[src/hw/ooo_params.svh]
`ifndef OOO_PARAMS_SVH
`define OOO_PARAMS_SVH

////////////////////////////////////////////////////////////////////////////
// Core sizes
////////////////////////////////////////////////////////////////////////////

// Width of every register and ALU datapath.
`define OOO_XLEN 32

// Architectural registers, x0 included.
`define OOO_REG_NUM 32

// In-flight instructions between issue and retirement.
`define OOO_ROB_DEPTH 8

// Entry number plus one, so that zero can mean no producer.
`define OOO_TAG_W 4

`endif

[src/hw/ooo_pkg.sv]
`include "ooo_params.svh"

package ooo_pkg;

    localparam int ROB_AW = $clog2(`OOO_ROB_DEPTH);
    localparam int REG_AW = $clog2(`OOO_REG_NUM);

    typedef logic [`OOO_XLEN-1:0]  data_t;
    typedef logic [REG_AW-1:0]     reg_addr_t;
    typedef logic [`OOO_TAG_W-1:0] tag_t;      // 0 means the value is committed.
    typedef logic [ROB_AW-1:0]     rob_idx_t;

    typedef enum logic [2:0] {
        OP_ADD, OP_SUB, OP_AND, OP_OR, OP_XOR, OP_SLT, OP_ADDI, OP_LUI
    } op_e;

    typedef enum logic [1:0] {
        IDLE, RESOLVE, ACK, FLUSH
    } ctrl_state_e;

    typedef struct packed {
        op_e       op;
        reg_addr_t rd;
        reg_addr_t rs1;
        reg_addr_t rs2;
        data_t     imm;
    } inst_s;

    typedef struct packed {
        data_t value;
        tag_t  tag;
    } operand_s;

    // The b operand already carries the immediate for OP_ADDI and OP_LUI.
    typedef struct packed {
        op_e   op;
        tag_t  tag;
        data_t a;
        data_t b;
        data_t imm;
    } exec_s;

    typedef struct packed {
        tag_t  tag;
        data_t value;
    } result_s;

    typedef struct packed {
        reg_addr_t rd;
        data_t     value;
        tag_t      tag;
    } commit_s;

endpackage

[src/hw/alu_pipe.sv]
`timescale 1ns/1ps

module alu_pipe (
    input  logic             clk,
    input  logic             rst,
    input  logic             flush_pulse,
    input  logic             exec_valid,
    input  ooo_pkg::exec_s   exec,
    output logic             res_valid,
    output ooo_pkg::result_s res
);
    import ooo_pkg::*;

    logic  s1_valid;
    op_e   s1_op;
    tag_t  s1_tag;
    data_t s1_a;
    data_t s1_b;
    data_t s1_imm;
    logic  s1_sub;
    data_t sum;
    logic  less;
    data_t s2_value;

    ////////////////////////////////////////////////////////////////////////////
    // Stage 1 operand capture and decode
    ////////////////////////////////////////////////////////////////////////////

    always_ff @(posedge clk) begin
        if (rst || flush_pulse) begin
            s1_valid <= 1'b0;
        end else begin
            s1_valid <= exec_valid;
        end
    end

    always_ff @(posedge clk) begin
        s1_op  <= exec.op;
        s1_tag <= exec.tag;
        s1_a   <= exec.a;
        s1_imm <= exec.imm;
        // Subtract and compare share the adder with b inverted and a carry in.
        s1_sub <= (exec.op == OP_SUB) || (exec.op == OP_SLT);
        s1_b   <= ((exec.op == OP_SUB) || (exec.op == OP_SLT)) ? ~exec.b : exec.b;
    end

    ////////////////////////////////////////////////////////////////////////////
    // Stage 2 compute
    ////////////////////////////////////////////////////////////////////////////

    assign sum  = s1_a + s1_b + s1_sub;
    // With differing signs the sign of a decides, otherwise the difference does.
    assign less = (s1_a[`OOO_XLEN-1] == s1_b[`OOO_XLEN-1]) ? s1_a[`OOO_XLEN-1]
                                                           : sum[`OOO_XLEN-1];

    always_comb begin
        case (s1_op)
            OP_AND:  s2_value = s1_a & s1_b;
            OP_OR:   s2_value = s1_a | s1_b;
            OP_XOR:  s2_value = s1_a ^ s1_b;
            OP_SLT:  s2_value = data_t'(less);
            OP_LUI:  s2_value = s1_imm;
            default: s2_value = sum; // ADD, ADDI and SUB.
        endcase
    end

    always_ff @(posedge clk) begin
        if (rst || flush_pulse) begin
            res_valid <= 1'b0;
        end else begin
            res_valid <= s1_valid;
        end
    end

    always_ff @(posedge clk) begin
        res.tag   <= s1_tag;
        res.value <= s2_value;
    end

endmodule

[src/hw/issue_ctrl.sv]
`timescale 1ns/1ps

module issue_ctrl (
    input  logic               clk,
    input  logic               rst,
    input  logic               flush,
    input  logic               inst_req,
    input  ooo_pkg::inst_s     inst_in,
    output logic               inst_ack,
    output ooo_pkg::reg_addr_t rs1_addr,
    output ooo_pkg::reg_addr_t rs2_addr,
    input  ooo_pkg::operand_s  rs1_op,
    input  ooo_pkg::operand_s  rs2_op,
    output ooo_pkg::tag_t      lookup_tag1,
    output ooo_pkg::tag_t      lookup_tag2,
    input  ooo_pkg::data_t     lookup_val1,
    input  ooo_pkg::data_t     lookup_val2,
    input  logic               lookup_done1,
    input  logic               lookup_done2,
    input  logic               rob_full,
    input  ooo_pkg::tag_t      free_tag,
    output logic               alloc_en,
    output logic               claim_en,
    output ooo_pkg::reg_addr_t claim_rd,
    output ooo_pkg::tag_t      claim_tag,
    output logic               exec_valid,
    output ooo_pkg::exec_s     exec,
    output logic               flush_pulse
);
    import ooo_pkg::*;

    ctrl_state_e state;
    inst_s       inst_q;
    logic        use_imm;
    logic        ready1;
    logic        ready2;
    logic        accept;
    data_t       opnd1;
    data_t       opnd2;

    ////////////////////////////////////////////////////////////////////////////
    // Operand resolution
    ////////////////////////////////////////////////////////////////////////////

    assign rs1_addr    = inst_q.rs1;
    assign rs2_addr    = inst_q.rs2;
    assign lookup_tag1 = rs1_op.tag;
    assign lookup_tag2 = rs2_op.tag;

    assign use_imm = (inst_q.op == OP_ADDI) || (inst_q.op == OP_LUI);

    // A pending producer hands over its finished value from the buffer.
    assign opnd1  = (rs1_op.tag == '0) ? rs1_op.value : lookup_val1;
    assign opnd2  = (rs2_op.tag == '0) ? rs2_op.value : lookup_val2;
    assign ready1 = (inst_q.op == OP_LUI) || (rs1_op.tag == '0) || lookup_done1;
    assign ready2 = use_imm || (rs2_op.tag == '0) || lookup_done2;
    assign accept = (state == RESOLVE) && !rob_full && ready1 && ready2;

    // Issue happens on the accepting edge itself.
    assign alloc_en   = accept;
    assign claim_en   = accept && (inst_q.rd != '0);
    assign claim_rd   = inst_q.rd;
    assign claim_tag  = free_tag;
    assign exec_valid = accept;
    assign exec       = '{op: inst_q.op, tag: free_tag, a: opnd1,
                          b: use_imm ? inst_q.imm : opnd2, imm: inst_q.imm};

    assign flush_pulse = (state == FLUSH);

    ////////////////////////////////////////////////////////////////////////////
    // Handshake FSM
    ////////////////////////////////////////////////////////////////////////////

    always_ff @(posedge clk) begin
        if (rst) begin
            state    <= IDLE;
            inst_ack <= 1'b0;
        end else begin
            case (state)
                IDLE: begin
                    if (flush) begin
                        state <= FLUSH;
                    end else if (inst_req) begin
                        state <= RESOLVE;
                    end
                end
                RESOLVE: begin
                    if (accept) begin
                        state <= ACK;
                    end
                end
                ACK: begin
                    if (!inst_ack) begin
                        inst_ack <= 1'b1; // One edge after acceptance.
                    end else if (!inst_req) begin
                        inst_ack <= 1'b0;
                        state    <= IDLE;
                    end
                end
                FLUSH:   state <= IDLE;
                default: state <= IDLE;
            endcase
        end
    end

    always_ff @(posedge clk) begin
        if ((state == IDLE) && inst_req && !flush) begin
            inst_q <= inst_in;
        end
    end

endmodule

[src/hw/ooo_core_top.sv]
`timescale 1ns/1ps

module ooo_core_top (
    input  logic             clk,
    input  logic             rst,
    input  logic             flush,
    input  logic             inst_req,
    input  ooo_pkg::inst_s   inst_in,
    output logic             inst_ack,
    output logic             commit_valid,
    output ooo_pkg::commit_s commit
);
    import ooo_pkg::*;

    reg_addr_t rs1_addr;
    reg_addr_t rs2_addr;
    operand_s  rs1_op;
    operand_s  rs2_op;
    tag_t      lookup_tag1;
    tag_t      lookup_tag2;
    data_t     lookup_val1;
    data_t     lookup_val2;
    logic      lookup_done1;
    logic      lookup_done2;
    logic      rob_full;
    tag_t      free_tag;
    logic      alloc_en;
    logic      claim_en;
    reg_addr_t claim_rd;
    tag_t      claim_tag;
    logic      exec_valid;
    exec_s     exec;
    logic      res_valid;
    result_s   res;
    logic      flush_pulse;

    issue_ctrl u_issue_ctrl (
        .clk          (clk),
        .rst          (rst),
        .flush        (flush),
        .inst_req     (inst_req),
        .inst_in      (inst_in),
        .inst_ack     (inst_ack),
        .rs1_addr     (rs1_addr),
        .rs2_addr     (rs2_addr),
        .rs1_op       (rs1_op),
        .rs2_op       (rs2_op),
        .lookup_tag1  (lookup_tag1),
        .lookup_tag2  (lookup_tag2),
        .lookup_val1  (lookup_val1),
        .lookup_val2  (lookup_val2),
        .lookup_done1 (lookup_done1),
        .lookup_done2 (lookup_done2),
        .rob_full     (rob_full),
        .free_tag     (free_tag),
        .alloc_en     (alloc_en),
        .claim_en     (claim_en),
        .claim_rd     (claim_rd),
        .claim_tag    (claim_tag),
        .exec_valid   (exec_valid),
        .exec         (exec),
        .flush_pulse  (flush_pulse)
    );

    rename_regfile u_rename_regfile (
        .clk          (clk),
        .rst          (rst),
        .flush_pulse  (flush_pulse),
        .rs1_addr     (rs1_addr),
        .rs2_addr     (rs2_addr),
        .rs1_op       (rs1_op),
        .rs2_op       (rs2_op),
        .claim_en     (claim_en),
        .claim_rd     (claim_rd),
        .claim_tag    (claim_tag),
        .commit_valid (commit_valid),
        .commit       (commit)
    );

    // The destination travels with the allocation even for x0.
    reorder_buffer u_reorder_buffer (
        .clk          (clk),
        .rst          (rst),
        .flush_pulse  (flush_pulse),
        .alloc_en     (alloc_en),
        .alloc_rd     (claim_rd),
        .full         (rob_full),
        .free_tag     (free_tag),
        .res_valid    (res_valid),
        .res          (res),
        .lookup_tag1  (lookup_tag1),
        .lookup_tag2  (lookup_tag2),
        .lookup_val1  (lookup_val1),
        .lookup_val2  (lookup_val2),
        .lookup_done1 (lookup_done1),
        .lookup_done2 (lookup_done2),
        .commit_valid (commit_valid),
        .commit       (commit)
    );

    alu_pipe u_alu_pipe (
        .clk          (clk),
        .rst          (rst),
        .flush_pulse  (flush_pulse),
        .exec_valid   (exec_valid),
        .exec         (exec),
        .res_valid    (res_valid),
        .res          (res)
    );

endmodule

[src/hw/rename_regfile.sv]
`timescale 1ns/1ps
`include "ooo_params.svh"

module rename_regfile (
    input  logic               clk,
    input  logic               rst,
    input  logic               flush_pulse,
    input  ooo_pkg::reg_addr_t rs1_addr,
    input  ooo_pkg::reg_addr_t rs2_addr,
    output ooo_pkg::operand_s  rs1_op,
    output ooo_pkg::operand_s  rs2_op,
    input  logic               claim_en,
    input  ooo_pkg::reg_addr_t claim_rd,
    input  ooo_pkg::tag_t      claim_tag,
    input  logic               commit_valid,
    input  ooo_pkg::commit_s   commit
);
    import ooo_pkg::*;

    data_t reg_val [`OOO_REG_NUM];
    tag_t  reg_tag [`OOO_REG_NUM];
    logic  commit_hit;

    ////////////////////////////////////////////////////////////////////////////
    // Operand read
    ////////////////////////////////////////////////////////////////////////////

    // Both ports see the arrays as they stand before the clock edge, so an
    // instruction that renames its own source still reads the older producer.
    always_comb begin
        rs1_op.value = reg_val[rs1_addr];
        rs1_op.tag   = reg_tag[rs1_addr];
        if (rs1_addr == '0) begin
            rs1_op = '0;
        end
    end

    always_comb begin
        rs2_op.value = reg_val[rs2_addr];
        rs2_op.tag   = reg_tag[rs2_addr];
        if (rs2_addr == '0) begin
            rs2_op = '0;
        end
    end

    ////////////////////////////////////////////////////////////////////////////
    // Commit and rename
    ////////////////////////////////////////////////////////////////////////////

    // A retiring value lands only if its producer is still the newest one.
    // x0 never holds a tag, so a commit to x0 never hits.
    assign commit_hit = commit_valid && (reg_tag[commit.rd] == commit.tag);

    always_ff @(posedge clk) begin
        if (rst) begin
            for (int i = 0; i < `OOO_REG_NUM; i++) begin
                reg_val[i] <= '0;
                reg_tag[i] <= '0;
            end
        end else begin
            if (commit_hit) begin
                reg_val[commit.rd] <= commit.value;
                reg_tag[commit.rd] <= '0;
            end

            // Placed after the commit so that a claim in the same cycle keeps the tag.
            if (flush_pulse) begin
                for (int i = 0; i < `OOO_REG_NUM; i++) begin
                    reg_tag[i] <= '0; // Committed values survive.
                end
            end else if (claim_en) begin
                reg_tag[claim_rd] <= claim_tag;
            end
        end
    end

endmodule

[src/hw/reorder_buffer.sv]
`timescale 1ns/1ps
`include "ooo_params.svh"

module reorder_buffer (
    input  logic               clk,
    input  logic               rst,
    input  logic               flush_pulse,
    input  logic               alloc_en,
    input  ooo_pkg::reg_addr_t alloc_rd,
    output logic               full,
    output ooo_pkg::tag_t      free_tag,
    input  logic               res_valid,
    input  ooo_pkg::result_s   res,
    input  ooo_pkg::tag_t      lookup_tag1,
    input  ooo_pkg::tag_t      lookup_tag2,
    output ooo_pkg::data_t     lookup_val1,
    output ooo_pkg::data_t     lookup_val2,
    output logic               lookup_done1,
    output logic               lookup_done2,
    output logic               commit_valid,
    output ooo_pkg::commit_s   commit
);
    import ooo_pkg::*;

    reg_addr_t                 ent_rd  [`OOO_ROB_DEPTH];
    data_t                     ent_val [`OOO_ROB_DEPTH];
    logic [`OOO_ROB_DEPTH-1:0] ent_valid;
    logic [`OOO_ROB_DEPTH-1:0] ent_done;

    rob_idx_t        head;
    rob_idx_t        tail;
    logic [ROB_AW:0] count;

    rob_idx_t res_idx;
    rob_idx_t idx1;
    rob_idx_t idx2;

    // Tags are entry numbers offset by one.
    assign res_idx = rob_idx_t'(res.tag - 1'b1);
    assign idx1    = rob_idx_t'(lookup_tag1 - 1'b1);
    assign idx2    = rob_idx_t'(lookup_tag2 - 1'b1);

    assign full     = (count == `OOO_ROB_DEPTH);
    assign free_tag = tag_t'(tail) + tag_t'(1);

    ////////////////////////////////////////////////////////////////////////////
    // Operand forwarding
    ////////////////////////////////////////////////////////////////////////////

    assign lookup_val1  = ent_val[idx1];
    assign lookup_val2  = ent_val[idx2];
    assign lookup_done1 = (lookup_tag1 != '0) && ent_valid[idx1] && ent_done[idx1];
    assign lookup_done2 = (lookup_tag2 != '0) && ent_valid[idx2] && ent_done[idx2];

    // Retire from the head only, one per cycle. Nothing retires while flushing.
    assign commit_valid = !flush_pulse && ent_valid[head] && ent_done[head];
    assign commit       = '{rd: ent_rd[head], value: ent_val[head],
                            tag: tag_t'(head) + tag_t'(1)};

    ////////////////////////////////////////////////////////////////////////////
    // Entry state
    ////////////////////////////////////////////////////////////////////////////

    always_ff @(posedge clk) begin
        if (rst || flush_pulse) begin
            head      <= '0;
            tail      <= '0;
            count     <= '0;
            ent_valid <= '0;
            ent_done  <= '0;
        end else begin
            if (res_valid && ent_valid[res_idx]) begin
                ent_done[res_idx] <= 1'b1;
            end
            if (commit_valid) begin
                ent_valid[head] <= 1'b0;
                head            <= head + 1'b1;
            end
            if (alloc_en) begin
                ent_valid[tail] <= 1'b1;
                ent_done[tail]  <= 1'b0;
                tail            <= tail + 1'b1;
            end
            case ({alloc_en, commit_valid})
                2'b10:   count <= count + 1'b1;
                2'b01:   count <= count - 1'b1;
                default: count <= count;
            endcase
        end
    end

    always_ff @(posedge clk) begin
        if (alloc_en) begin
            ent_rd[tail] <= alloc_rd;
        end
        if (res_valid) begin
            ent_val[res_idx] <= res.value;
        end
    end

endmodule
[config.mk]
export PLATFORM = sky130hd
export DESIGN_NAME = ooo_core_top
export DESIGN_NICKNAME = d
export VERILOG_FILES = /design/src/hw/ooo_pkg.sv /design/src/hw/alu_pipe.sv /design/src/hw/issue_ctrl.sv /design/src/hw/ooo_core_top.sv /design/src/hw/rename_regfile.sv /design/src/hw/reorder_buffer.sv
export VERILOG_INCLUDE_DIRS = /design/src /design/src/hw
export SDC_FILE = /design/constraint.sdc
export NUM_CORES = 2
export LEC_CHECK = 0
export ABC_CLOCK_PERIOD_IN_PS = 7800
export BUFFER_PORTS_ARGS = -buffer_cell sky130_fd_sc_hd__buf_2
export CORE_MARGIN = 10
export CORE_UTILIZATION = 57
export CTS_BUF_LIST = sky130_fd_sc_hd__clkbuf_8
export CTS_CLUSTER_DIAMETER = 150
export CTS_CLUSTER_SIZE = 16
export DETAILED_ROUTE_END_ITERATION = 12
export GPL_TIMING_DRIVEN = 0
export PLACE_DENSITY_LB_ADDON = 0.1
export SLEW_MARGIN = 20
export SYNTH_ARGS = -nofsm -noshare
export SYNTH_HDL_FRONTEND = slang
export SYNTH_HIERARCHICAL = 1
export SYNTH_SLANG_ARGS = --single-unit
[constraint.sdc]
create_clock -name clk -period 7.8 [get_ports clk]
set_input_delay 0.39 -clock clk [delete_from_list [all_inputs] [get_ports clk]]
set_output_delay 0.39 -clock clk [all_outputs]
set_load 0.05 [all_outputs]
# --- After elaboration in Yosys (flattened, before gate mapping) ---
# Memories as Yosys holds them, arrays and structs flattened. A register that Yosys moved wholly into a read port is not among the register bits.
# Cells that the tools add are included.
totals:
  regBits: 219
  memories: 4
  mem_bits_rw: 1448
  rom_bits: 0
  out_inout_bits: 43
  latch_bits: 0
memory_table:
  columns: ["name", "depth", "word_bits", "rd", "rd_ports_with_merged_regs", "write_ports", "line_no", "text"]
  rows:
  - ["u_rename_regfile.reg_val", 32, 32, 2, 2, 32, "rename_regfile.sv:20", "data_t reg_val [`OOO_REG_NUM];"]
  - ["u_reorder_buffer.ent_val", 8, 32, 3, 1, 1, "reorder_buffer.sv:26", "data_t ent_val [`OOO_ROB_DEPTH];"]
  - ["u_rename_regfile.reg_tag", 32, 4, 3, 2, 32, "rename_regfile.sv:21", "tag_t reg_tag [`OOO_REG_NUM];"]
  - ["u_reorder_buffer.ent_rd", 8, 5, 1, 1, 1, "reorder_buffer.sv:25", "reg_addr_t ent_rd [`OOO_ROB_DEPTH];"]
op_classes:
  mux: 108
  div_mod_pow: 0
  n_eq_ne: 21
  magnitude_cmp: 8
  bitwise: 42
  n_reduce_logical: 40
  mul: 0
  shifts: 0
  addsub: 11
op_table:
  columns: ["operator", "n"]
  rows:
  - ["$mux W32", 5]
  - ["$pmux W32 S5", 1]
  - ["$mux W4", 34]
  - ["$mux W36", 2]
  - ["$mux W8", 6]
  - ["$mux W5", 7]
  - ["$add A32 B1 Y32", 1]
  - ["$add A32 B32 Y32", 1]
  - ["$and A32 B32 Y32", 1]
  - ["$mux W1", 32]
  - ["$not A32 Y32", 1]
  - ["$or A1 B1 Y1", 32]
  - ["$or A32 B32 Y32", 1]
  - ["$reduce_or A32 Y1", 1]
  - ["$xor A32 B32 Y32", 1]
  - ["$bmux W1 S3", 7]
  - ["$lt A3 B4 Y1 const B", 5]
  - ["$eq A3 B3 Y1 const B", 6]
  - ["$logic_and A1 B1 Y1", 17]
  - ["$and A8 B8 Y8", 2]
  - ["$not A8 Y8", 2]
  - ["$or A8 B8 Y8", 2]
  - ["$mux W3", 4]
  - ["$logic_not A5 Y1", 2]
  - ["29 further kinds", 57]

# --- Logic depth before layout (Yosys ltp) ---
depth:
  ltp_word: 17
  depth_mapped: 25
  depth_no_buf: 20

# --- Hierarchy ---
# Netlist, hierarchy kept.
modules_own_cells:
  columns: ["mod", "n_inst", "area_per_inst_um2", "cells_per_inst"]
  rows:
  - ["rename_regfile", 1, 63593.5, 3871]
  - ["reorder_buffer", 1, 16762.3, 867]
  - ["alu_pipe", 1, 7095.6, 818]
  - ["issue_ctrl", 1, 2944.1, 235]

# --- Least setup slack after synthesis ---
# No wires, ideal clock.
synth_timing:
  path_type: "input to register"
  from: "input flush"
  to: "register u_issue_ctrl.inst_q, in the netlist u_issue_ctrl/claim_rd[0] (enable)"
  slack_ns: 1.535
  n_path_buf: 0
  t_required_ns: 7.198
  stages: 1
  arrival_time_ns: 5.663
  setup_ns: 0.602
  cell_sequence: "nor4b_1"
synth_between:
  elab_chain_len: 2
synth_lines:
  columns: ["item", "line_no", "text"]
  rows:
  - ["start, declared", "ooo_core_top.sv:6", "input logic flush,"]
  - ["$logic_not A1 Y1", "issue_ctrl.sv:107", "if ((state == IDLE) && inst_req && !flush) begin"]
  - ["$logic_and A1 B1 Y1", "issue_ctrl.sv:107", null]
  - ["end signal, assigned", "issue_ctrl.sv:108", "inst_q <= inst_in;"]
  - ["end, declared", "issue_ctrl.sv:33", "inst_s inst_q;"]
# No other way between the ends.
# A chain may end at the register's enable or synchronous reset.

==> flow_summary.json <==
{
  "cpMaxStageDelayCell": "mux4_2",
  "synthCells": 5788,
  "clockBufferDepth": 3,
  "crit_type": "reg -> reg",
  "avgRoutedWirePerCell_um": 36.08,
  "cp_top_family": "buffers and inverters",
  "die_h_um": 418.1,
  "final_nets": 6228,
  "worst-path-buf-inv": 9,
  "drv_cap": 0,
  "maxSlewViolCount": 0,
  "crit_top_cell": "nor2_1",
  "drt_first_pass_iters": 7,
  "grtUsageTotal_pct": 33.60,
  "place.gp.congestion": 0.9863,
  "first_iter_violations": 8846,
  "clockRootBuffer": "clkbuf_8",
  "end_kind": "flop",
  "holdPathEnd": "u_alu_pipe/res_valid",
  "clock_latency_ns": 0.94,
  "hold_depth": 2,
  "setup_violations": 0,
  "arrival_ns": 8.35,
  "antenna_found_initial": 18,
  "hpwl_mm": 226.7,
  "start_kind": "flop",
  "avgSynthCellArea_um2": 15.61,
  "syn-num-nets": 5918,
  "r2r_setup_slack_ns": 0.08,
  "slowest_delay_ns": 0.59,
  "crit_required_ns": 8.43,
  "path_cells": "clkbuf_2 > buf_16 > clkbuf_2 > clkbuf_2 > mux4_2 > mux4_2 > mux2i_1 > nor2_1 > buf_4 > buf_4 > inv_1 > ha_1 > buf_2 > clkbuf_4 > nor2_1 > a221oi_2 > o31ai_2 > nor3_2 > nand2_1 > nor2_1 > nand2_2 > nor2_1 > or3_1",
  "hold_viol": 0,
  "p_total_mw": 20.47,
  "core_region_area_mm2": 0.1580,
  "cts_max_level": 3,
  "die_area_mm2": 0.1748,
  "syn2layout_area_growth_pct": 7.000,
  "vias": 56790,
  "relSlewSlack_pct": 17.03,
  "port_buffers": 96,
  "min_from": "rst",
  "multi_input_area_mm2": 0.03894,
  "syn_area_mm2": 0.09035,
  "ios": 97,
  "whs_ns": 0.09776,
  "grt_first_pass_wirelength_mm": 415.6,
  "yosysWarnings": 6,
  "tightest_slew_ns": 1.245,
  "worst_ir_drop_vdd_mv": 0.1663,
  "register_area_mm2": 0.04843,
  "reg2reg_depth": 23,
  "finClkSkew_ns": 0.06871,
  "hold_path.class": "in -> reg",
  "r2r_end": "u_rename_regfile/reg_tag[5][3]",
  "start_util_pct": 57.18,
  "fill_cells": 11808,
  "layout-drive-gt1-share_pct": 28.04,
  "fin_crit_sh_pct": 99.02,
  "cts_buffers": 114,
  "drc": 0,
  "cellPowerDensity_mw_per_mm2": 211.8,
  "routed_wl_mm": 296.5,
  "r2r-start": "u_issue_ctrl/rs2_addr[1]",
  "clock_sinks": 1670,
  "max_freq_mhz": 129.5,
  "viasPerCell": 6.909,
  "die_w_um": 418.1,
  "grt_pass1_vias": 55112,
  "status": "completed",
  "rows": 146,
  "fin_util_pct": 61.18,
  "leakagePower_nw": 34.09,
  "antenna_left": 0,
  "cts_tree": "yes",
  "critPathMaxFanout": 10,
  "grt_overflow": 0,
  "finalCriticalPeriod_ns": 7.724,
  "crit_path_start": "u_issue_ctrl/rs2_addr[1]",
  "cts.clk_slew.worst_paths_ns": 0.12,
  "grt_max_degree": 33
}
-- power by group --
part           internal [mW]  switching [mW]  total [mW]
clock                   1.37            2.86        4.22
sequential              10.4           0.448        10.9
combinational           2.14            3.22        5.36
-- registers in the layout, summed over array words and instances, names as in the netlist, 2 cells and up, named ones only --
register                    cells
u_reorder_buffer/ent_val      256
u_issue_ctrl/rs2_addr           5
u_reorder_buffer/ent_valid      8
u_alu_pipe/s1_a                32
u_rename_regfile/reg_tag      128
u_alu_pipe/res                 35
u_reorder_buffer/count          4
u_reorder_buffer/tail           3
u_issue_ctrl/state              2
u_alu_pipe/s1_b                32
u_alu_pipe/s1_tag               3
u_reorder_buffer/ent_rd        40
u_alu_pipe/s1_imm              32
u_issue_ctrl/exec              35
u_reorder_buffer/head           3
u_alu_pipe/s1_op                3
u_issue_ctrl/claim_rd           5
u_rename_regfile/reg_val     1024
u_reorder_buffer/ent_done       8
u_issue_ctrl/rs1_addr           5
-- how the worst max path moves through the flow --
stage                                       to  slack (ns)  cells past startpoint
2_1_floorplan         u_issue_ctrl/claim_rd[0]        1.54                      1
3_5_place_dp   u_rename_regfile/reg_tag[30][3]       -1.65                     20
6_report        u_rename_regfile/reg_tag[5][3]        0.08                     23
4_1_cts         u_rename_regfile/reg_tag[4][1]        0.01                     22
5_1_grt         u_rename_regfile/reg_tag[5][3]       -0.03                     23
3_3_place_gp          u_issue_ctrl/rs2_addr[0]       -4.69                      1
-- worst register-to-register path: stages, from the launching register on --
cell	delay [ns]
edfxtp_1	0.35
clkbuf_2	0.41
buf_16	0.22
clkbuf_2	0.37
clkbuf_2	0.45
mux4_2	0.42
mux4_2	0.59
mux2i_1	0.30
nor2_1	0.16
buf_4	0.24
buf_4	0.22
inv_1	0.15
ha_1	0.38
buf_2	0.37
clkbuf_4	0.36
nor2_1	0.10
a221oi_2	0.32
o31ai_2	0.21
nor3_2	0.41
nand2_1	0.22
nor2_1	0.19
nand2_2	0.29
nor2_1	0.38
or3_1	0.28
-- per-layer routing --
| metal | routed length [µm] | track usage, % | up-vias |
|---|---|---|---|
| met1 | 111600 | 46.67 | 29382 |
| met2 | 134200 | 51.40 | 3914 |
| li1 | - | - | 22984 |
| met4 | 11780 | 10.69 | 2 |
| met5 | 13 | 0 | - |
| met3 | 38980 | 9.884 | 508 |
-- cells in the final DEF, fill, tap and decap left out, drive strengths merged, types with 8 or more instances in the layout --
cell type,count
nor2,187
nor3b,10
nor2b,12
diode,11
buf,393
and2,1154
edfxtp,1498
a211oi,10
a22oi,12
dlygate4sd3,53
nor4,43
o21ai,107
nand2,149
xor2,18
or3,35
nand3,20
a21o,14
or2,34
mux4,947
mux2,142
a22o,16
mux2i,145
and3,27
inv,144
clkbuf,414
o22ai,8
nor3,28
nand3b,10
a31oi,14
dfxtp,172
a21oi,83
xnor2,43
ha,74
-- repair_timing --
| action | CTS | global route |
|---|---|---|
| setup endpoints to repair | 319 | 110 |
| resized for setup | 41 | 10 |
| hold buffers | 53 | 0 |
| pin swaps | 2 | 1 |
| hold endpoints to repair | 66 | 0 |
| buffers inserted | 3 | 3 |
-- final cells by class --
cell class / count / share of cell area, %
Sequential cell: 1670 / 50.09
Multi-Input combinational cell: 3457 / 40.29
Timing Repair Buffer: 196 / 1.708
Buffer: 548 / 2.925
Clock inverter: 38 / 0.1812
Clock buffer: 117 / 1.666
Inverter: 111 / 0.4310
Tap cell: 2072 / 2.682
Antenna cell: 11 / 0.02847
-- through the flow --
| step | setup TNS, ns | setup slack [ns] | instance area [µm²] | instances |
|---|---|---|---|---|
| finish | 0 | 0.07612 | 96670 | 8220 |
| global placement | -991.74 | -4.691 | 93420 | 7956 |
| detailed placement | -357.49 | -1.647 | 94150 | 7996 |
| CTS | 0 | 0.01149 | 96570 | 8205 |
| global route | -0.1137 | -0.02584 | 96650 | 8212 |
| floorplan | 0 | 1.535 | 90350 | 5788 |
Note: power is estimated with default switching activity, not from simulation.
